## src/include/glyph_font.svh

```systemverilog
// 8x8 hex digit font, entry is code * 8 + row
// bit 7 is the leftmost pixel of a row
localparam logic [7:0] glyph_font [0:127] = '{
    // 0 to 3
    8'h3c, 8'h66, 8'h6e, 8'h76, 8'h66, 8'h66, 8'h3c, 8'h00,
    8'h18, 8'h38, 8'h18, 8'h18, 8'h18, 8'h18, 8'h7e, 8'h00,
    8'h3c, 8'h66, 8'h06, 8'h0c, 8'h30, 8'h60, 8'h7e, 8'h00,
    8'h3c, 8'h66, 8'h06, 8'h1c, 8'h06, 8'h66, 8'h3c, 8'h00,
    // 4 to 7
    8'h0c, 8'h1c, 8'h3c, 8'h6c, 8'h7e, 8'h0c, 8'h0c, 8'h00,
    8'h7e, 8'h60, 8'h7c, 8'h06, 8'h06, 8'h66, 8'h3c, 8'h00,
    8'h1c, 8'h30, 8'h60, 8'h7c, 8'h66, 8'h66, 8'h3c, 8'h00,
    8'h7e, 8'h06, 8'h0c, 8'h18, 8'h30, 8'h30, 8'h30, 8'h00,
    // 8 to b
    8'h3c, 8'h66, 8'h66, 8'h3c, 8'h66, 8'h66, 8'h3c, 8'h00,
    8'h3c, 8'h66, 8'h66, 8'h3e, 8'h06, 8'h0c, 8'h38, 8'h00,
    8'h18, 8'h3c, 8'h66, 8'h66, 8'h7e, 8'h66, 8'h66, 8'h00,
    8'h7c, 8'h66, 8'h66, 8'h7c, 8'h66, 8'h66, 8'h7c, 8'h00,
    // c to f
    8'h3c, 8'h66, 8'h60, 8'h60, 8'h60, 8'h66, 8'h3c, 8'h00,
    8'h78, 8'h6c, 8'h66, 8'h66, 8'h66, 8'h6c, 8'h78, 8'h00,
    8'h7e, 8'h60, 8'h60, 8'h7c, 8'h60, 8'h60, 8'h7e, 8'h00,
    8'h7e, 8'h60, 8'h60, 8'h7c, 8'h60, 8'h60, 8'h60, 8'h00
};

```

## src/logic/dual_port_ram.sv

```systemverilog
module dual_port_ram #(
    parameter type payload_t = logic [7:0],
    parameter int depth = 16
) (
    input  logic                     clock,
    input  logic                     write,
    input  logic [$clog2(depth)-1:0] write_address,
    input  payload_t                 write_data,
    input  logic [$clog2(depth)-1:0] read_address,
    output payload_t                 read_data
);

    payload_t memory [depth];

    // write port
    always_ff @(posedge clock) begin
        if (write) begin
            memory[write_address] <= write_data;
        end
    end

    // read port, one clock of latency
    always_ff @(posedge clock) begin
        read_data <= memory[read_address];
    end

    // a bad address would corrupt an unknown word
    write_address_known: assert property (
        @(posedge clock) write |-> !$isunknown(write_address)
    );

endmodule

```

## config.mk

```make
export PLATFORM = sky130hd
export DESIGN_NAME = dual_port_ram
export DESIGN_NICKNAME = d
export VERILOG_FILES = /design/src/include/glyph_font.svh /design/src/logic/dual_port_ram.sv
export SDC_FILE = /design/constraint.sdc
export NUM_CORES = 1
export LEC_CHECK = 0
export ABC_CLOCK_PERIOD_IN_PS = 4100
export BUFFER_PORTS_ARGS = -buffer_cell sky130_fd_sc_hd__buf_4
export CAP_MARGIN = 25
export CORE_ASPECT_RATIO = 2
export CORE_MARGIN = 2
export CORE_UTILIZATION = 30
export CTS_BUF_LIST = sky130_fd_sc_hd__clkbuf_4 sky130_fd_sc_hd__clkbuf_8 sky130_fd_sc_hd__clkbuf_16
export CTS_CLUSTER_SIZE = 12
export DETAILED_ROUTE_END_ITERATION = 10
export GPL_TIMING_DRIVEN = 0
export MAX_ROUTING_LAYER = met4
export PLACE_DENSITY = 0.42
export SLEW_MARGIN = 20
export SYNTH_ARGS = -nofsm -noshare
export SYNTH_HDL_FRONTEND = slang
export SYNTH_SLANG_ARGS = --single-unit
```

## constraint.sdc

```tcl
create_clock -name clock -period 4.1 [get_ports clock]
set_clock_uncertainty 0.05 [all_clocks]
set_input_delay 0.82 -clock clock [delete_from_list [all_inputs] [get_ports clock]]
set_output_delay 0.82 -clock clock [all_outputs]
set_load 0.1 [all_outputs]
```

## After elaboration in Yosys (flattened, before gate mapping)

Memories as Yosys holds them, arrays and structs flattened. A register that Yosys moved wholly into a read port is not among the register bits.
Cells that the tools add are included.

- Reductions and logical operators: 0
- Equal/unequal tests: 0
- Shifts and indexed selects: 0
- Multiplexer cells: 2
- Div/mod/pow operators: 0
- $lt $le $gt $ge: 0
- Add/sub/neg operators: 0
- Multipliers: 0
- Bitwise gates (word level): 0

Operators by type and width:

| cell | count |
|---|---|
| $mux 1 | 2 |

- Input bits: 18
- Register bits: 0
- Memories kept: 1
- Bits in read-only memories: 0
- Latch bits: 0
- Logic and storage cells: 3
- RAM bits: 128

Memories:

| memory | words | width | rd ports | clocked after Yosys merged registers in | wr ports | line | text |
|---|---|---|---|---|---|---|---|
| memory | 16 | 8 | 1 | 1 | 1 | dual_port_ram.sv:13 | `payload_t memory [depth];` |

## Logic depth before layout (Yosys ltp)

- Depth in word-level cells: 2
- Mapped depth: 5
- Mapped depth without buffers: 3

## Worst setup path before layout

No wires, ideal clock.

- Kind: input -> register
- Start point: in write_address[2]
- End point: mem memory[0][0] (netlist bit), enable pin
- Path buffers: 0
- Path slack: 1.737 ns
- Data arrival time: 1.930 ns
- Library setup time: 0.383 ns
- Data required time: 3.667 ns
- Stages: 2
- Cells stage by stage: or3b_2 nor3_1

RTL lines:

| item | line | text |
|---|---|---|
| start: declaration | dual_port_ram.sv:7 | `input logic [$clog2(depth)-1:0] write_address,` |
| end: declaration | dual_port_ram.sv:13 |  |

No word-level cell before the write port.

## Final worst setup path

- Start point: in write_address[2]
- End point: mem memory[1][0] (netlist bit), enable pin

No word-level cell before the write port.

==> metrics <==
run status complete, no violations; FF-to-FF path depth 3; Nets 294; CTS tree yes; Setup crit start kind primary input; CTS Buf Count 17; leading area contributor after synthesis edfxtp_1; crit path kind in2reg; Post-Route WL 11,550 um; # setup viols final 0; critical path required time 4.09 ns; HP Class reg2reg; Synth Register Bits 136; drt via density 4.847; Area contributors post-synth edfxtp_1 (75%), mux4_2 (7.9%), mux4_1 (7.1%); Final Hold Viols 0; DR WL/cell 23.29 um; Worst R2R Start memory[1][1]; dpl ws 1.469 ns; Root Buffer clkbuf_16; hpwl dp 7988 um; hold wc startpoint memory[13][3]; Crit. End Element flip-flop; H-tree depth 4; worst setup margin 1.962 ns; RD Place Congestion 0.7495; Worst Hold End read_data[3]; Post-synth EDFFs 128; hold path depth 3; initial antenna violation count 0; Initial DRC Count 165; TritonCTS Sinks 136; Max Fclk 467.8 MHz; drt pass-1 iters 4; placed cells 464; Lkg Pwr 2.149 nW; GRT overflow 0; Worst Path Max Fanout 8; slowest CP cell nor2_1; slew margin rel. 0.4014; Largest stage delay, worst path 0.67 ns; cts repair resizes 0; Post-route DRC 0; Tmin final 2.138 ns; Critical path buffers and inverters 1; IO buf count 24; clk_lat worst skew 0.42 ns; Total GRT Usage 0.1389; worst reg2reg endpoint read_data[1]; Die Span Y 189.2 um; Synth cell types 19; FF-to-FF setup slack 2.62 ns; Ys Warns 0; vias in the first global route 2,556; area share of the largest cell type after synthesis 0.7467; maxcap violations 0; tightest hold margin 0.6380 ns; Syn Inst Count 229; synthesized area 5147 um^2; layout cell share with drive strength beyond 1 0.3218; P&R area growth vs syn 23.80%; worst-path cell chain buf_4 > or3b_2 > nor2_1; ANT nets after route 0; crit path DAT 2.13 ns; list of most frequent post-synthesis cells edfxtp_1 (128), mux4_2 (18), a22oi_1 (16); IO Count 26; max-slew violation count 0; core area 16,770 um^2; Cell Pwr Density 558.7 nW/um^2; Main synth FF type edfxtp_1; Initial Util 0.3070; fin cells 496; first-pass GRT wire length 16,820 um; crit-path leading delay family simple AND/OR/NAND/NOR gates; hold_buf cts 0; largest net degree at the start of global routing 17; via count 2,404; row count 67; Slew @ Worst Pin 0.8947 ns; Synth Net Count 247; die area 18,290 um^2; Seq/Total Area, Yosys 0.7778; RSZ-0062 raised after global routing no; fin crit share 0.5214; Die X 96.63 um; Max VDD drop 274.0 uV; final setup TNS 0 ns; clock-pin slew on the worst setup and hold paths 0.06 ns; syn avg cell area 22.48 um^2; Antenna Cells 0; clk buf depth 2; Total Power 3.560 mW; ys async rst share 0; most numerous cell in the Yosys netlist edfxtp_1; Post-CTS Setup Inserts 0
flip-flops by register name, indices dropped and copies added, names as in the netlist:
name / count
memory: 128
read_data: 8
how the worst max path moves through the flow:
stage | start | endpoint | cells past startpoint
after floorplan | write_address[2] | memory[0][0] | 2
after global placement | write_address[2] | memory[0][0] | 3
after detailed placement | write_address[2] | memory[1][3] | 3
after CTS | write_address[2] | memory[1][0] | 3
after global routing | write_address[2] | memory[1][0] | 3
final | write_address[2] | memory[1][0] | 3
cells by family (layout without fill, tap and decap cells):
family,count (synthesis),in the layout,synth area share
buffers and inverters,10,70,0.01677
AOI/OAI and AO/OA,16,16,0.02334
muxes,32,32,0.1502
and+or+nand+nor,35,35,0.03184
DFF,136,136,0.7778
worst reg2reg max path, delay by kind of cell (launching register included):
family	cells	cell delay [ns]
flip-flops	1	0.34
multiplexers	1	0.58
AO/OA/AOI/OAI	1	0.29
AND/OR/NAND/NOR	1	0.10
cells in the final DEF (no fill, tap or decap), types with 4 or more instances in the layout:
cell and n:
mux4_2 18, nand2_1 9, nor3_2 4, a22oi_1 16, nor2_1 13, mux4_1 14
edfxtp_1 128, dfxtp_1 8, buf_4 29, clkbuf_16 28
power breakdown:
part           switching [mW]  internal [mW]  leakage, nW
Clock                   0.565           1.20        0.365
Combinational           0.160         0.0731        0.561
Sequential            0.00736           1.55         1.22
Total                   0.733           2.83         2.15
area by class of cell:
type / count / area [um^2]
fillers: 1561 / 10390
clock inverters: 2 / 13.76
clock buffers: 30 / 721.9
multi-input cells: 83 / 1077
repair buffers: 28 / 210.2
well taps: 207 / 259.0
flip-flops and latches: 136 / 4004
plain buffers: 10 / 86.33
through the flow:
stage	instance area [um^2]	utilization
after floorplan	5147	-
after global placement	5587	0.3332
after detailed placement	5637	0.3362
after CTS	6372	0.3801
after global routing	6372	0.3801
final	6372	0.3801
routing by layer:
layer  vias to the layer above  track usage  wire length [um]
met4                         0      0.08126               516
met3                        27      0.03581               464
li1                       1066            -                 -
met5                         -            -                 0
met2                        68       0.2428              6556
met1                      1243       0.1380              4016
No activity file was read; power rests on OpenSTA's default activity.
