## src/include/glyph_font.svh

```systemverilog
// 8x8 hex digit font, entry is code * 8 + row
// bit 7 is the leftmost pixel of a row
localparam logic [7:0] glyph_font [0:127] = '{
    // 0 to 3
    8'h3c, 8'h66, 8'h6e, 8'h76, 8'h66, 8'h66, 8'h3c, 8'h00,
    8'h18, 8'h38, 8'h18, 8'h18, 8'h18, 8'h18, 8'h7e, 8'h00,
    8'h3c, 8'h66, 8'h06, 8'h0c, 8'h30, 8'h60, 8'h7e, 8'h00,
    8'h3c, 8'h66, 8'h06, 8'h1c, 8'h06, 8'h66, 8'h3c, 8'h00,
    // 4 to 7
    8'h0c, 8'h1c, 8'h3c, 8'h6c, 8'h7e, 8'h0c, 8'h0c, 8'h00,
    8'h7e, 8'h60, 8'h7c, 8'h06, 8'h06, 8'h66, 8'h3c, 8'h00,
    8'h1c, 8'h30, 8'h60, 8'h7c, 8'h66, 8'h66, 8'h3c, 8'h00,
    8'h7e, 8'h06, 8'h0c, 8'h18, 8'h30, 8'h30, 8'h30, 8'h00,
    // 8 to b
    8'h3c, 8'h66, 8'h66, 8'h3c, 8'h66, 8'h66, 8'h3c, 8'h00,
    8'h3c, 8'h66, 8'h66, 8'h3e, 8'h06, 8'h0c, 8'h38, 8'h00,
    8'h18, 8'h3c, 8'h66, 8'h66, 8'h7e, 8'h66, 8'h66, 8'h00,
    8'h7c, 8'h66, 8'h66, 8'h7c, 8'h66, 8'h66, 8'h7c, 8'h00,
    // c to f
    8'h3c, 8'h66, 8'h60, 8'h60, 8'h60, 8'h66, 8'h3c, 8'h00,
    8'h78, 8'h6c, 8'h66, 8'h66, 8'h66, 8'h6c, 8'h78, 8'h00,
    8'h7e, 8'h60, 8'h60, 8'h7c, 8'h60, 8'h60, 8'h7e, 8'h00,
    8'h7e, 8'h60, 8'h60, 8'h7c, 8'h60, 8'h60, 8'h60, 8'h00
};

```

## src/logic/video_pkg.sv

```systemverilog
package video_pkg;

    //////////////////////////////////////////////////////////////////////
    // horizontal timing, in clocks
    localparam int h_total = 40;
    localparam int h_visible = 32;
    localparam int hsync_start = 34;
    localparam int hsync_width = 3;
    localparam int h_count_width = $clog2(h_total);

    //////////////////////////////////////////////////////////////////////
    // vertical timing, in lines
    localparam int v_total = 24;
    localparam int v_visible = 16;
    localparam int vsync_start = 19;
    localparam int vsync_width = 2;
    localparam int v_count_width = $clog2(v_total);

    // sync pulses are active low
    localparam logic sync_active = 1'b0;

    // bundle order is draw, hsync, vsync
    localparam logic [2:0] sync_bundle_idle = {1'b0, ~sync_active, ~sync_active};

    //////////////////////////////////////////////////////////////////////
    // line buffer
    localparam int buffer_line_length = 32;
    localparam int pixel_depth = 512;
    localparam int pixel_address_width = $clog2(pixel_depth);

    // red in the high byte
    typedef logic [23:0] pixel_t;

    //////////////////////////////////////////////////////////////////////
    // on-screen display
    localparam int osd_x_start = 0;
    localparam int osd_x_end = 32;
    localparam int osd_y_start = 4;
    localparam int osd_y_end = 12;
    localparam int text_columns = 4;
    localparam int text_address_width = $clog2(text_columns);

    // only the low nibble selects a glyph
    typedef logic [7:0] char_t;

    localparam int glyph_rows = 8;
    localparam int glyph_row_width = $clog2(glyph_rows);
    localparam pixel_t osd_text_color = '1;

    //////////////////////////////////////////////////////////////////////
    // pipeline and start-up
    localparam int pixel_latency = 6;
    localparam int settle_frames = 3;

endpackage

```

## src/logic/delay_line.sv

```systemverilog
module delay_line #(
    parameter type payload_t = logic,
    parameter int cycles = 1,
    parameter payload_t idle = '0
) (
    input  logic     clock,
    input  logic     reset,
    input  payload_t in,
    output payload_t out
);

    payload_t stages [cycles];

    always_ff @(posedge clock or posedge reset) begin
        if (reset) begin
            for (int i = 0; i < cycles; i++) begin
                stages[i] <= idle;
            end
        end else begin
            stages[0] <= in;
            for (int i = 1; i < cycles; i++) begin
                stages[i] <= stages[i - 1];
            end
        end
    end

    assign out = stages[cycles - 1];

endmodule

```

## src/logic/glyph_rom.sv

```systemverilog
module glyph_rom
    import video_pkg::*;
(
    input  logic                       clock,
    input  char_t                      code,
    input  logic [glyph_row_width-1:0] row,
    output logic [7:0]                 bits
);

    `include "glyph_font.svh"

    logic [6:0] address;

    // low nibble of the code picks one of 16 glyphs
    assign address = {code[3:0], row};

    always_ff @(posedge clock) begin
        bits <= glyph_font[address];
    end

endmodule

```

## src/logic/pixel_mixer.sv

```systemverilog
module pixel_mixer
    import video_pkg::*;
(
    input  logic       clock,
    input  logic       draw,
    input  logic       text_area,
    input  logic       char_pixel,
    input  logic       scanline,
    input  logic [7:0] scanline_intensity,
    input  pixel_t     pixel,
    output pixel_t     mixed
);

    // channel times intensity, high byte kept
    function automatic logic [7:0] scale(
        input logic [7:0] channel,
        input logic [7:0] factor
    );
        logic [15:0] product;
        product = channel * factor;
        return product[15:8];
    endfunction

    always_ff @(posedge clock) begin
        if (!draw) begin
            mixed <= '0;
        end else if (text_area) begin
            if (char_pixel) begin
                mixed <= osd_text_color;
            end else begin
                // dimmed background behind the text
                mixed <= {pixel[23:16] >> 1, pixel[15:8] >> 1, pixel[7:0] >> 1};
            end
        end else if (scanline) begin
            mixed <= {
                scale(pixel[23:16], scanline_intensity),
                scale(pixel[15:8], scanline_intensity),
                scale(pixel[7:0], scanline_intensity)
            };
        end else begin
            mixed <= pixel;
        end
    end

endmodule

```

## src/logic/ram_to_video.sv

```systemverilog
module ram_to_video
    import video_pkg::*;
(
    input  logic                           clock,
    input  logic                           reset,
    input  logic                           start_trigger,
    input  logic                           line_doubler,
    input  logic                           osd_enable,
    input  logic                           osd_highlight,
    input  logic                           scanline_enable,
    input  logic                           scanline_odd,
    input  logic [7:0]                     scanline_intensity,
    input  pixel_t                         pixel_read_data,
    input  char_t                          text_read_data,
    output logic [pixel_address_width-1:0] pixel_read_address,
    output logic [text_address_width-1:0]  text_read_address,
    output pixel_t                         video_out,
    output logic                           hsync,
    output logic                           vsync,
    output logic                           draw_area,
    output logic                           settled
);

    logic                           running;
    logic [h_count_width-1:0]       x;
    logic [v_count_width-1:0]       y;
    logic [pixel_address_width-1:0] line_base;

    logic                           in_draw;
    logic                           in_text;
    logic                           on_scanline;
    logic                           hsync_now;
    logic                           vsync_now;
    logic [v_count_width-1:0]       row_offset;

    logic [2:0]                     sync_early;
    logic [5:0]                     flags_early;

    logic [pixel_address_width-1:0] fetch_address [3];
    logic [text_address_width-1:0]  fetch_column [2];
    logic [glyph_row_width-1:0]     fetch_row [4];

    logic [7:0]                     glyph_bits;
    logic                           draw_late;
    logic                           text_late;
    logic                           scan_late;
    logic [2:0]                     x_late;
    logic                           char_pixel;

    logic                           vsync_last;
    logic                           vsync_begin;
    logic [$clog2(settle_frames)-1:0] vsync_count;
    logic                           settled_reg;

    //////////////////////////////////////////////////////////////////////
    // pixel counters and line base
    always_ff @(posedge clock or posedge reset) begin
        if (reset) begin
            running <= 1'b0;
            x <= '0;
            y <= '0;
            line_base <= '0;
        end else if (!running) begin
            // idle until the first start strobe
            if (start_trigger) begin
                running <= 1'b1;
                x <= '0;
                y <= '0;
                line_base <= '0;
            end
        end else if (x == h_total - 1) begin
            x <= '0;
            if (y == v_total - 1) begin
                y <= '0;
                line_base <= '0;
            end else begin
                y <= y + 1'b1;
                // every second line only when doubling
                if (y < v_visible - 1 && (!line_doubler || y[0])) begin
                    line_base <= line_base + pixel_address_width'(buffer_line_length);
                end
            end
        end else begin
            x <= x + 1'b1;
        end
    end

    //////////////////////////////////////////////////////////////////////
    // area flags and sync levels for the current counter value
    assign in_draw = running && x < h_visible && y < v_visible;
    assign in_text = in_draw && osd_enable
        && x >= osd_x_start && x < osd_x_end
        && y >= osd_y_start && y < osd_y_end;
    assign on_scanline = scanline_enable && ((line_doubler ? y[1] : y[0]) == scanline_odd);
    assign hsync_now = (running && x >= hsync_start && x < hsync_start + hsync_width)
        ? sync_active : ~sync_active;
    assign vsync_now = (running && y >= vsync_start && y < vsync_start + vsync_width)
        ? sync_active : ~sync_active;
    assign row_offset = y - v_count_width'(osd_y_start);

    always_ff @(posedge clock or posedge reset) begin
        if (reset) begin
            sync_early <= sync_bundle_idle;
            flags_early <= '0;
        end else begin
            sync_early <= {in_draw, hsync_now, vsync_now};
            flags_early <= {in_draw, in_text, on_scanline, x[2:0]};
        end
    end

    //////////////////////////////////////////////////////////////////////
    // read addresses timed so pixel and glyph row land together
    always_ff @(posedge clock) begin
        fetch_address[0] <= in_draw ? line_base + pixel_address_width'(x) : '0;
        fetch_address[1] <= fetch_address[0];
        fetch_address[2] <= fetch_address[1];
        pixel_read_address <= fetch_address[2];

        // one character per 8 pixels
        fetch_column[0] <= x[3 +: text_address_width];
        fetch_column[1] <= fetch_column[0];
        text_read_address <= fetch_column[1];

        fetch_row[0] <= row_offset[glyph_row_width-1:0];
        fetch_row[1] <= fetch_row[0];
        fetch_row[2] <= fetch_row[1];
        fetch_row[3] <= fetch_row[2];
    end

    glyph_rom font (
        .clock(clock),
        .code (text_read_data),
        .row  (fetch_row[3]),
        .bits (glyph_bits)
    );

    delay_line #(
        .payload_t(logic [5:0]),
        .cycles   (pixel_latency - 2),
        .idle     (6'b0)
    ) flags_delay (
        .clock(clock),
        .reset(reset),
        .in   (flags_early),
        .out  ({draw_late, text_late, scan_late, x_late})
    );

    assign char_pixel = glyph_bits[3'd7 - x_late] ^ osd_highlight;

    pixel_mixer mixer (
        .clock             (clock),
        .draw              (draw_late),
        .text_area         (text_late),
        .char_pixel        (char_pixel),
        .scanline          (scan_late),
        .scanline_intensity(scanline_intensity),
        .pixel             (pixel_read_data),
        .mixed             (video_out)
    );

    delay_line #(
        .payload_t(logic [2:0]),
        .cycles   (pixel_latency - 1),
        .idle     (sync_bundle_idle)
    ) sync_delay (
        .clock(clock),
        .reset(reset),
        .in   (sync_early),
        .out  ({draw_area, hsync, vsync})
    );

    //////////////////////////////////////////////////////////////////////
    // settled after a few vsync pulses at the port
    assign vsync_begin = vsync == sync_active && vsync_last != sync_active;
    assign settled = settled_reg || (vsync_begin && vsync_count == settle_frames - 1);

    always_ff @(posedge clock or posedge reset) begin
        if (reset) begin
            vsync_last <= ~sync_active;
            vsync_count <= '0;
            settled_reg <= 1'b0;
        end else begin
            vsync_last <= vsync;
            if (vsync_begin && !settled_reg) begin
                vsync_count <= vsync_count + 1'b1;
            end
            settled_reg <= settled;
        end
    end

    hsync_pulse_width: assert property (
        @(posedge clock) disable iff (reset)
        (hsync == sync_active && $past(hsync) != sync_active)
            |-> (hsync == sync_active)[*hsync_width] ##1 (hsync != sync_active)
    );

    // the line base must not run past the last buffer row
    read_address_in_range: assert property (
        @(posedge clock) disable iff (reset)
        in_draw |-> int'(line_base) + int'(x) < pixel_depth
    );

endmodule

```

## config.mk

```make
export PLATFORM = sky130hd
export DESIGN_NAME = ram_to_video
export DESIGN_NICKNAME = d
export VERILOG_FILES = /design/src/logic/video_pkg.sv /design/src/logic/delay_line.sv /design/src/logic/glyph_rom.sv /design/src/logic/pixel_mixer.sv /design/src/logic/ram_to_video.sv
export VERILOG_INCLUDE_DIRS = /design/src /design/src/include
export SDC_FILE = /design/constraint.sdc
export NUM_CORES = 1
export LEC_CHECK = 0
export BUFFER_PORTS_ARGS = -buffer_cell sky130_fd_sc_hd__buf_4
export CORE_ASPECT_RATIO = 1.5
export CORE_UTILIZATION = 25
export CTS_CLUSTER_DIAMETER = 150
export DETAILED_ROUTE_END_ITERATION = 8
export PLACE_DENSITY = 0.48
export SETUP_SLACK_MARGIN = 0.15
export SKIP_CTS_REPAIR_TIMING = 1
export SLEW_MARGIN = 20
export SYNTH_ARGS = -nofsm -noshare
export SYNTH_HDL_FRONTEND = slang
export SYNTH_SLANG_ARGS = --single-unit
```

## constraint.sdc

```tcl
create_clock -name clock -period 6.3 [get_ports clock]
set_input_delay 0.63 -clock clock [delete_from_list [all_inputs] [get_ports clock]]
set_output_delay 0.63 -clock clock [all_outputs]
set_load 0.005 [all_outputs]
```

# Word-level counts from Yosys, hierarchy flattened
# Memories as Yosys holds them, arrays and structs flattened. A register that Yosys moved wholly into a read port is not among the register bits.
# Index checks and enable logic that the tools add are counted.
# totals
elab_cells	97
regBits	97
memories	4
romBits	1024
input_bits	48
output_inout_bits	39
ramBits	43
# op_classes
add_sub_neg	7
reduce_logical	22
mux	23
mul	3
n_eq_ne	6
bitwise	3
n_lt_le_gt_ge	10
# mem_list
name	depth	word_bits	read_ports	rd_ports_with_merged_regs	wr	line	text
(no name shown)	128	8	1	1	0	glyph_rom.sv:18	bits <= glyph_font[address];
fetch_address	3	9	3	1	3	ram_to_video.sv:39	logic [pixel_address_width-1:0] fetch_address [3];
fetch_row	4	3	4	0	4	ram_to_video.sv:41	logic [glyph_row_width-1:0] fetch_row [4];
fetch_column	2	2	2	1	2	ram_to_video.sv:40	logic [text_address_width-1:0] fetch_column [2];
# ops
op	n
$mux W24	3
$mux W9	6
$mul A8 B8 Y16	3
$mux W5	4
$mux W6	3
$logic_and A1 B1 Y1	15
$lt A6 B6 Y1 const B	2
$lt A5 B4 Y1 const B	2
$lt A5 B5 Y1 const B	2
$add A9 B6 Y9	1
$add A9 B6 Y9 const B	1
$not A7 Y8	1
$add A6 B1 Y6 const B	1
$eq A6 B6 Y1 const B	1
$ge A6 B6 Y1 const B	1
$mux W1	6
$add A5 B1 Y5 const B	1
$eq A5 B5 Y1 const B	1
$ge A5 B3 Y1 const B	1
$ge A5 B5 Y1 const B	1
$lt A3 B4 Y1 const B	1
$bmux W1 S3	1
$ne A3 B1 Y1 const B	1
$reduce_and A3 Y1	1
other kinds (12)	14

# Logic depth before layout (Yosys ltp)
# depth
word_depth	7
depth_mapped	17

# Hierarchy
# Synthesis repeated with hierarchy kept, for this count alone.
# unflattened
cells_unflattened	1249
hier_area_um2	11975.2
# modules_own_cells
module	cells_each	instances	area_per_inst_um2
pixel_mixer	803	1	7014.2
ram_to_video	204	1	2597.5
glyph_rom	192	1	1300.0
delay_line (flags_delay)	31	1	649.4
delay_line (sync_delay)	19	1	414.1

# Worst setup path after synthesis
# No wires, ideal clock.
# synth_path
path_kind	input port to flip-flop
start	input port scanline_intensity[7]
end	register mixer.mixed[10]
arrival_time_ns	4.624
required_time_ns	6.167
path_buffers	1
slack_ns	1.543
stages	16
path_cell_list	clkbuf_1 -> nand2_1 -> fa_1 -> fa_1 -> inv_1 -> fa_1 -> inv_1 -> fa_1 -> inv_1 -> ha_1 -> nor4_2 -> o21ai_2 -> a31oi_4 -> mux2_1 -> o211ai_1 -> a21oi_1
# synth_between
elab_chain_cells	3
# synth_lines
item	line	text
start, declared	ram_to_video.sv:12	input logic [7:0] scanline_intensity,
$mul A8 B8 Y16	pixel_mixer.sv:20	product = channel * factor;
$mux W24	pixel_mixer.sv:34	end else if (scanline) begin
$mux W24	pixel_mixer.sv:27	end else if (text_area) begin
end signal, assigned	pixel_mixer.sv:29	mixed <= osd_text_color;
end signal, assigned	pixel_mixer.sv:32	mixed <= {pixel[23:16] >> 1, pixel[15:8] >> 1, pixel[7:0] >> 1};
end signal, assigned	pixel_mixer.sv:35	mixed <= {
end, declared	pixel_mixer.sv:11	output pixel_t mixed
# No other way between the ends.
# A chain may end at the register's enable or synchronous reset.

# Worst setup path after layout
# layout_path
start	input port scanline_intensity[7]
end	register mixer.mixed[5]
# Same word-level chain as after synthesis.

==> impl_metrics.ini <==
[setup_path]
reg2reg_to = font.bits[3]
critical_path.startpoint = scanline_intensity[7]
slowest_stage = fa_1
worst_setup_path_start_kind = input pin
cpMostUsedCell = fa_1
crit_arrival_ns = 4.93
worstPathRequired_ns = 6.60
slowest_delay_ns = 0.55
r2r_start = fetch_row[3][1]
r2r_slack_ns = 3.47
reg2regPathDepth = 8
crit_chain = buf_4 > nand2_1 > fa_1 > fa_1 > inv_1 > fa_1 > inv_1 > fa_1 > inv_1 > ha_1 > a21o_1 > a21oi_2 > nand3_2 > a221o_1 > xnor2_1 > a21oi_1
end_kind = register
cp_max_fo = 24
worstSetupPathType = in -> reg

[yosys]
synth_edf_count = 0
ys_seq_elements = 147
syn_avg_cell_area_sq_um = 9.48
syn-cell-area_sq_um = 11600
synth_top_family_by_area = adder cells
ys_async_sr_fraction = 0.429
ys.flop_type = dfxtp_1
synth_xor_area_frac = 0.0203
ys_types = 70
synth-simple-area-share = 0.173
synth_cells = 1226
ys_warn_count = 0
synthMuxAreaShare = 0.0163
ys_seq_area_frac = 0.282
synthAdderAreaFrac = 0.305
synth_compound_area_frac = 0.131
syn_nets = 1494

[placement]
io_buffers = 82
dp_hpwl_um = 21700
pre_cts_ws_ns = 1.22
gp_congestion = 0.822
dp.cells = 1827
placed_area_sq_um = 12700

[clocking]
tritoncts = done
clockRootBuffer = clkbuf_16
clkLatencyLatePin_ns = 0.42
ctsHtreeMaxLevel = 4
clock_sinks = 147
cts_inserted_buffers = 17
clkTransAtPathRegs_ns = 0.07
cts_max_path_buffers = 2

[worst_hold_path]
hold_depth = 0
hold_class = reg -> reg
hold_end = fetch_row[3][0]
min_from = fetch_row[2][0]

[outcome]
status = finished clean

[timing]
period_share = 0.734
worst_pin_slew_ns = 1.04
slew-limit-headroom = 0.306
rsz0062_at_grt = no
finalSetupTns_ns = 0
slew_violations = 0
period_needed_ns = 4.63
max_freq_ghz = 0.216
hold_viol = 0
fin_skew_ns = 0.00969
setup_viol = 0
layout_setup_ws_ns = 1.67
fin_hold_ws_ns = 0.326

[detailed_routing]
vias = 8754
dr.pass1.iters = 4
wl_um = 29500
drc = 0
avgViaCountPerCell = 4.71
routedWlPerCell_um = 15.9
drtIter0Drc = 335
drtAntennaViolNets = 0

[floorplanning]
rows = 96
die_w_um = 178
die_height_um = 266
die-area_sq_um = 47400
start_util = 0.254
io_pins = 87
core-area_sq_um = 45800

[global_routing]
grt_pass1_vias = 9220
grt_pass1_wl_um = 48700
gr-total-overflow = 0
track_usage = 0.132
antenna_found_initial = 1
grt_max_degree = 64

[cells_and_area]
largest_reg_flops = 27
n_antenna_cell = 0
syn2layout_area_growth_pct = 14.4
fillers = 4841
final_cells = 1859
regMostFlops = fetch_address
final_cell_area_sq_um = 13300
postLayoutCoreUtil = 0.291
final_nets = 1526
largest_registers = fetch_address x27, mixer.mixed x24, flags_delay.stages x18
layout-drive-gt1-share = 0.124

[power_and_ir_drop]
total_power_mw = 4.76
cellLeakagePower_nw = 6.21
powerDensity_nw_per_um2 = 358
peakVddDrop_v = 0.000233

[run]
cap_violations = 0
## cell usage after synthesis, types with 16 or more instances
cell type	count	area, sq um
and2_1	148	926
o221ai_1	18	158
ha_1	115	1440
a21oi_1	58	290
nand2_1	92	345
dfxtp_1	84	1680
fa_1	105	2100
buf_2	16	80.1
dfrtp_1	50	1250
nand3_1	21	105
nor2_1	43	161
inv_1	143	537
clkbuf_1	49	184
o21ai_0	43	215
## report_power, final
| part | switching (mW) | internal (mW) | leakage (nW) |
|---|---|---|---|
| Combinational | 1.28 | 0.953 | 4.47 |
| Sequential | 0.206 | 1.28 | 1.44 |
| Clock | 0.438 | 0.603 | 0.295 |
| Total | 1.92 | 2.84 | 6.21 |
## cell usage in the layout (no fill, tap or decap), drive strengths merged, types with 3 or more instances in the layout
cell type    n
and2       153
a31oi       17
a221oi       4
xor2        14
nand4       12
nand4b       4
o221ai      18
a211oi      10
nor2        43
o31ai        8
dfxtp       84
mux2i       11
dfstp       13
nand3       22
o32ai        3
nand2       92
xnor2       13
dfrtp       50
nor2b        8
ha         115
fa         105
o21ai       48
and3         8
a21o        15
a21oi       59
clkbuf      17
o211ai       6
o22ai        5
a22oi        3
nand2b       6
a311oi       5
a2111oi      3
o21a         3
nor3        13
a31o         3
mux2         3
buf         85
inv        152
## metal layers
| layer | vias to the layer above | wire (um) | GRT usage |
|---|---|---|---|
| met5 | - | 9 | 0 |
| met4 | 2 | 760 | 0.0453 |
| met3 | 49 | 1360 | 0.0264 |
| met2 | 167 | 15500 | 0.238 |
| met1 | 4387 | 11900 | 0.151 |
| li1 | 4149 | - | - |
## cell families after synthesis
family,Yosys count
flip-flops,147
AND/OR/NAND/NOR,375
multiplexers,16
XOR/XNOR,27
adder cells (fa/ha/maj),220
buffers and inverters,215
AO/OA/AOI/OAI,226
## worst max-delay path: cells and delay by family
| family | cells | cell delay [ns] |
|---|---|---|
| and+or+nand+nor | 2 | 0.25 |
| adders and majority gates | 5 | 2.45 |
| AOI/OAI and AO/OA | 4 | 0.95 |
| xor gates and xnor gates | 1 | 0.23 |
| buffers and inverters | 4 | 0.40 |
## worst max-delay path by stage
| stage | end | slack [ns] |
|---|---|---|
| floorplan | mixer.mixed[10] | 1.54 |
| global placement | mixer.mixed[7] | 1.21 |
| detailed placement | mixer.mixed[7] | 1.22 |
| CTS | mixer.mixed[7] | 1.64 |
| global route | mixer.mixed[7] | 1.46 |
| finish | mixer.mixed[5] | 1.67 |
## final cells by class
class	count	area (sq um)	share of cell area
Clock buffer	17	425	0.0320
Tap cell	588	736	0.0553
Clock inverter	15	184	0.0138
Sequential cell	147	3270	0.246
Inverter	143	537	0.0404
Multi-Input combinational cell	864	7500	0.564
Timing Repair Buffer	85	638	0.0480
No activity file was read; power rests on OpenSTA's default activity.
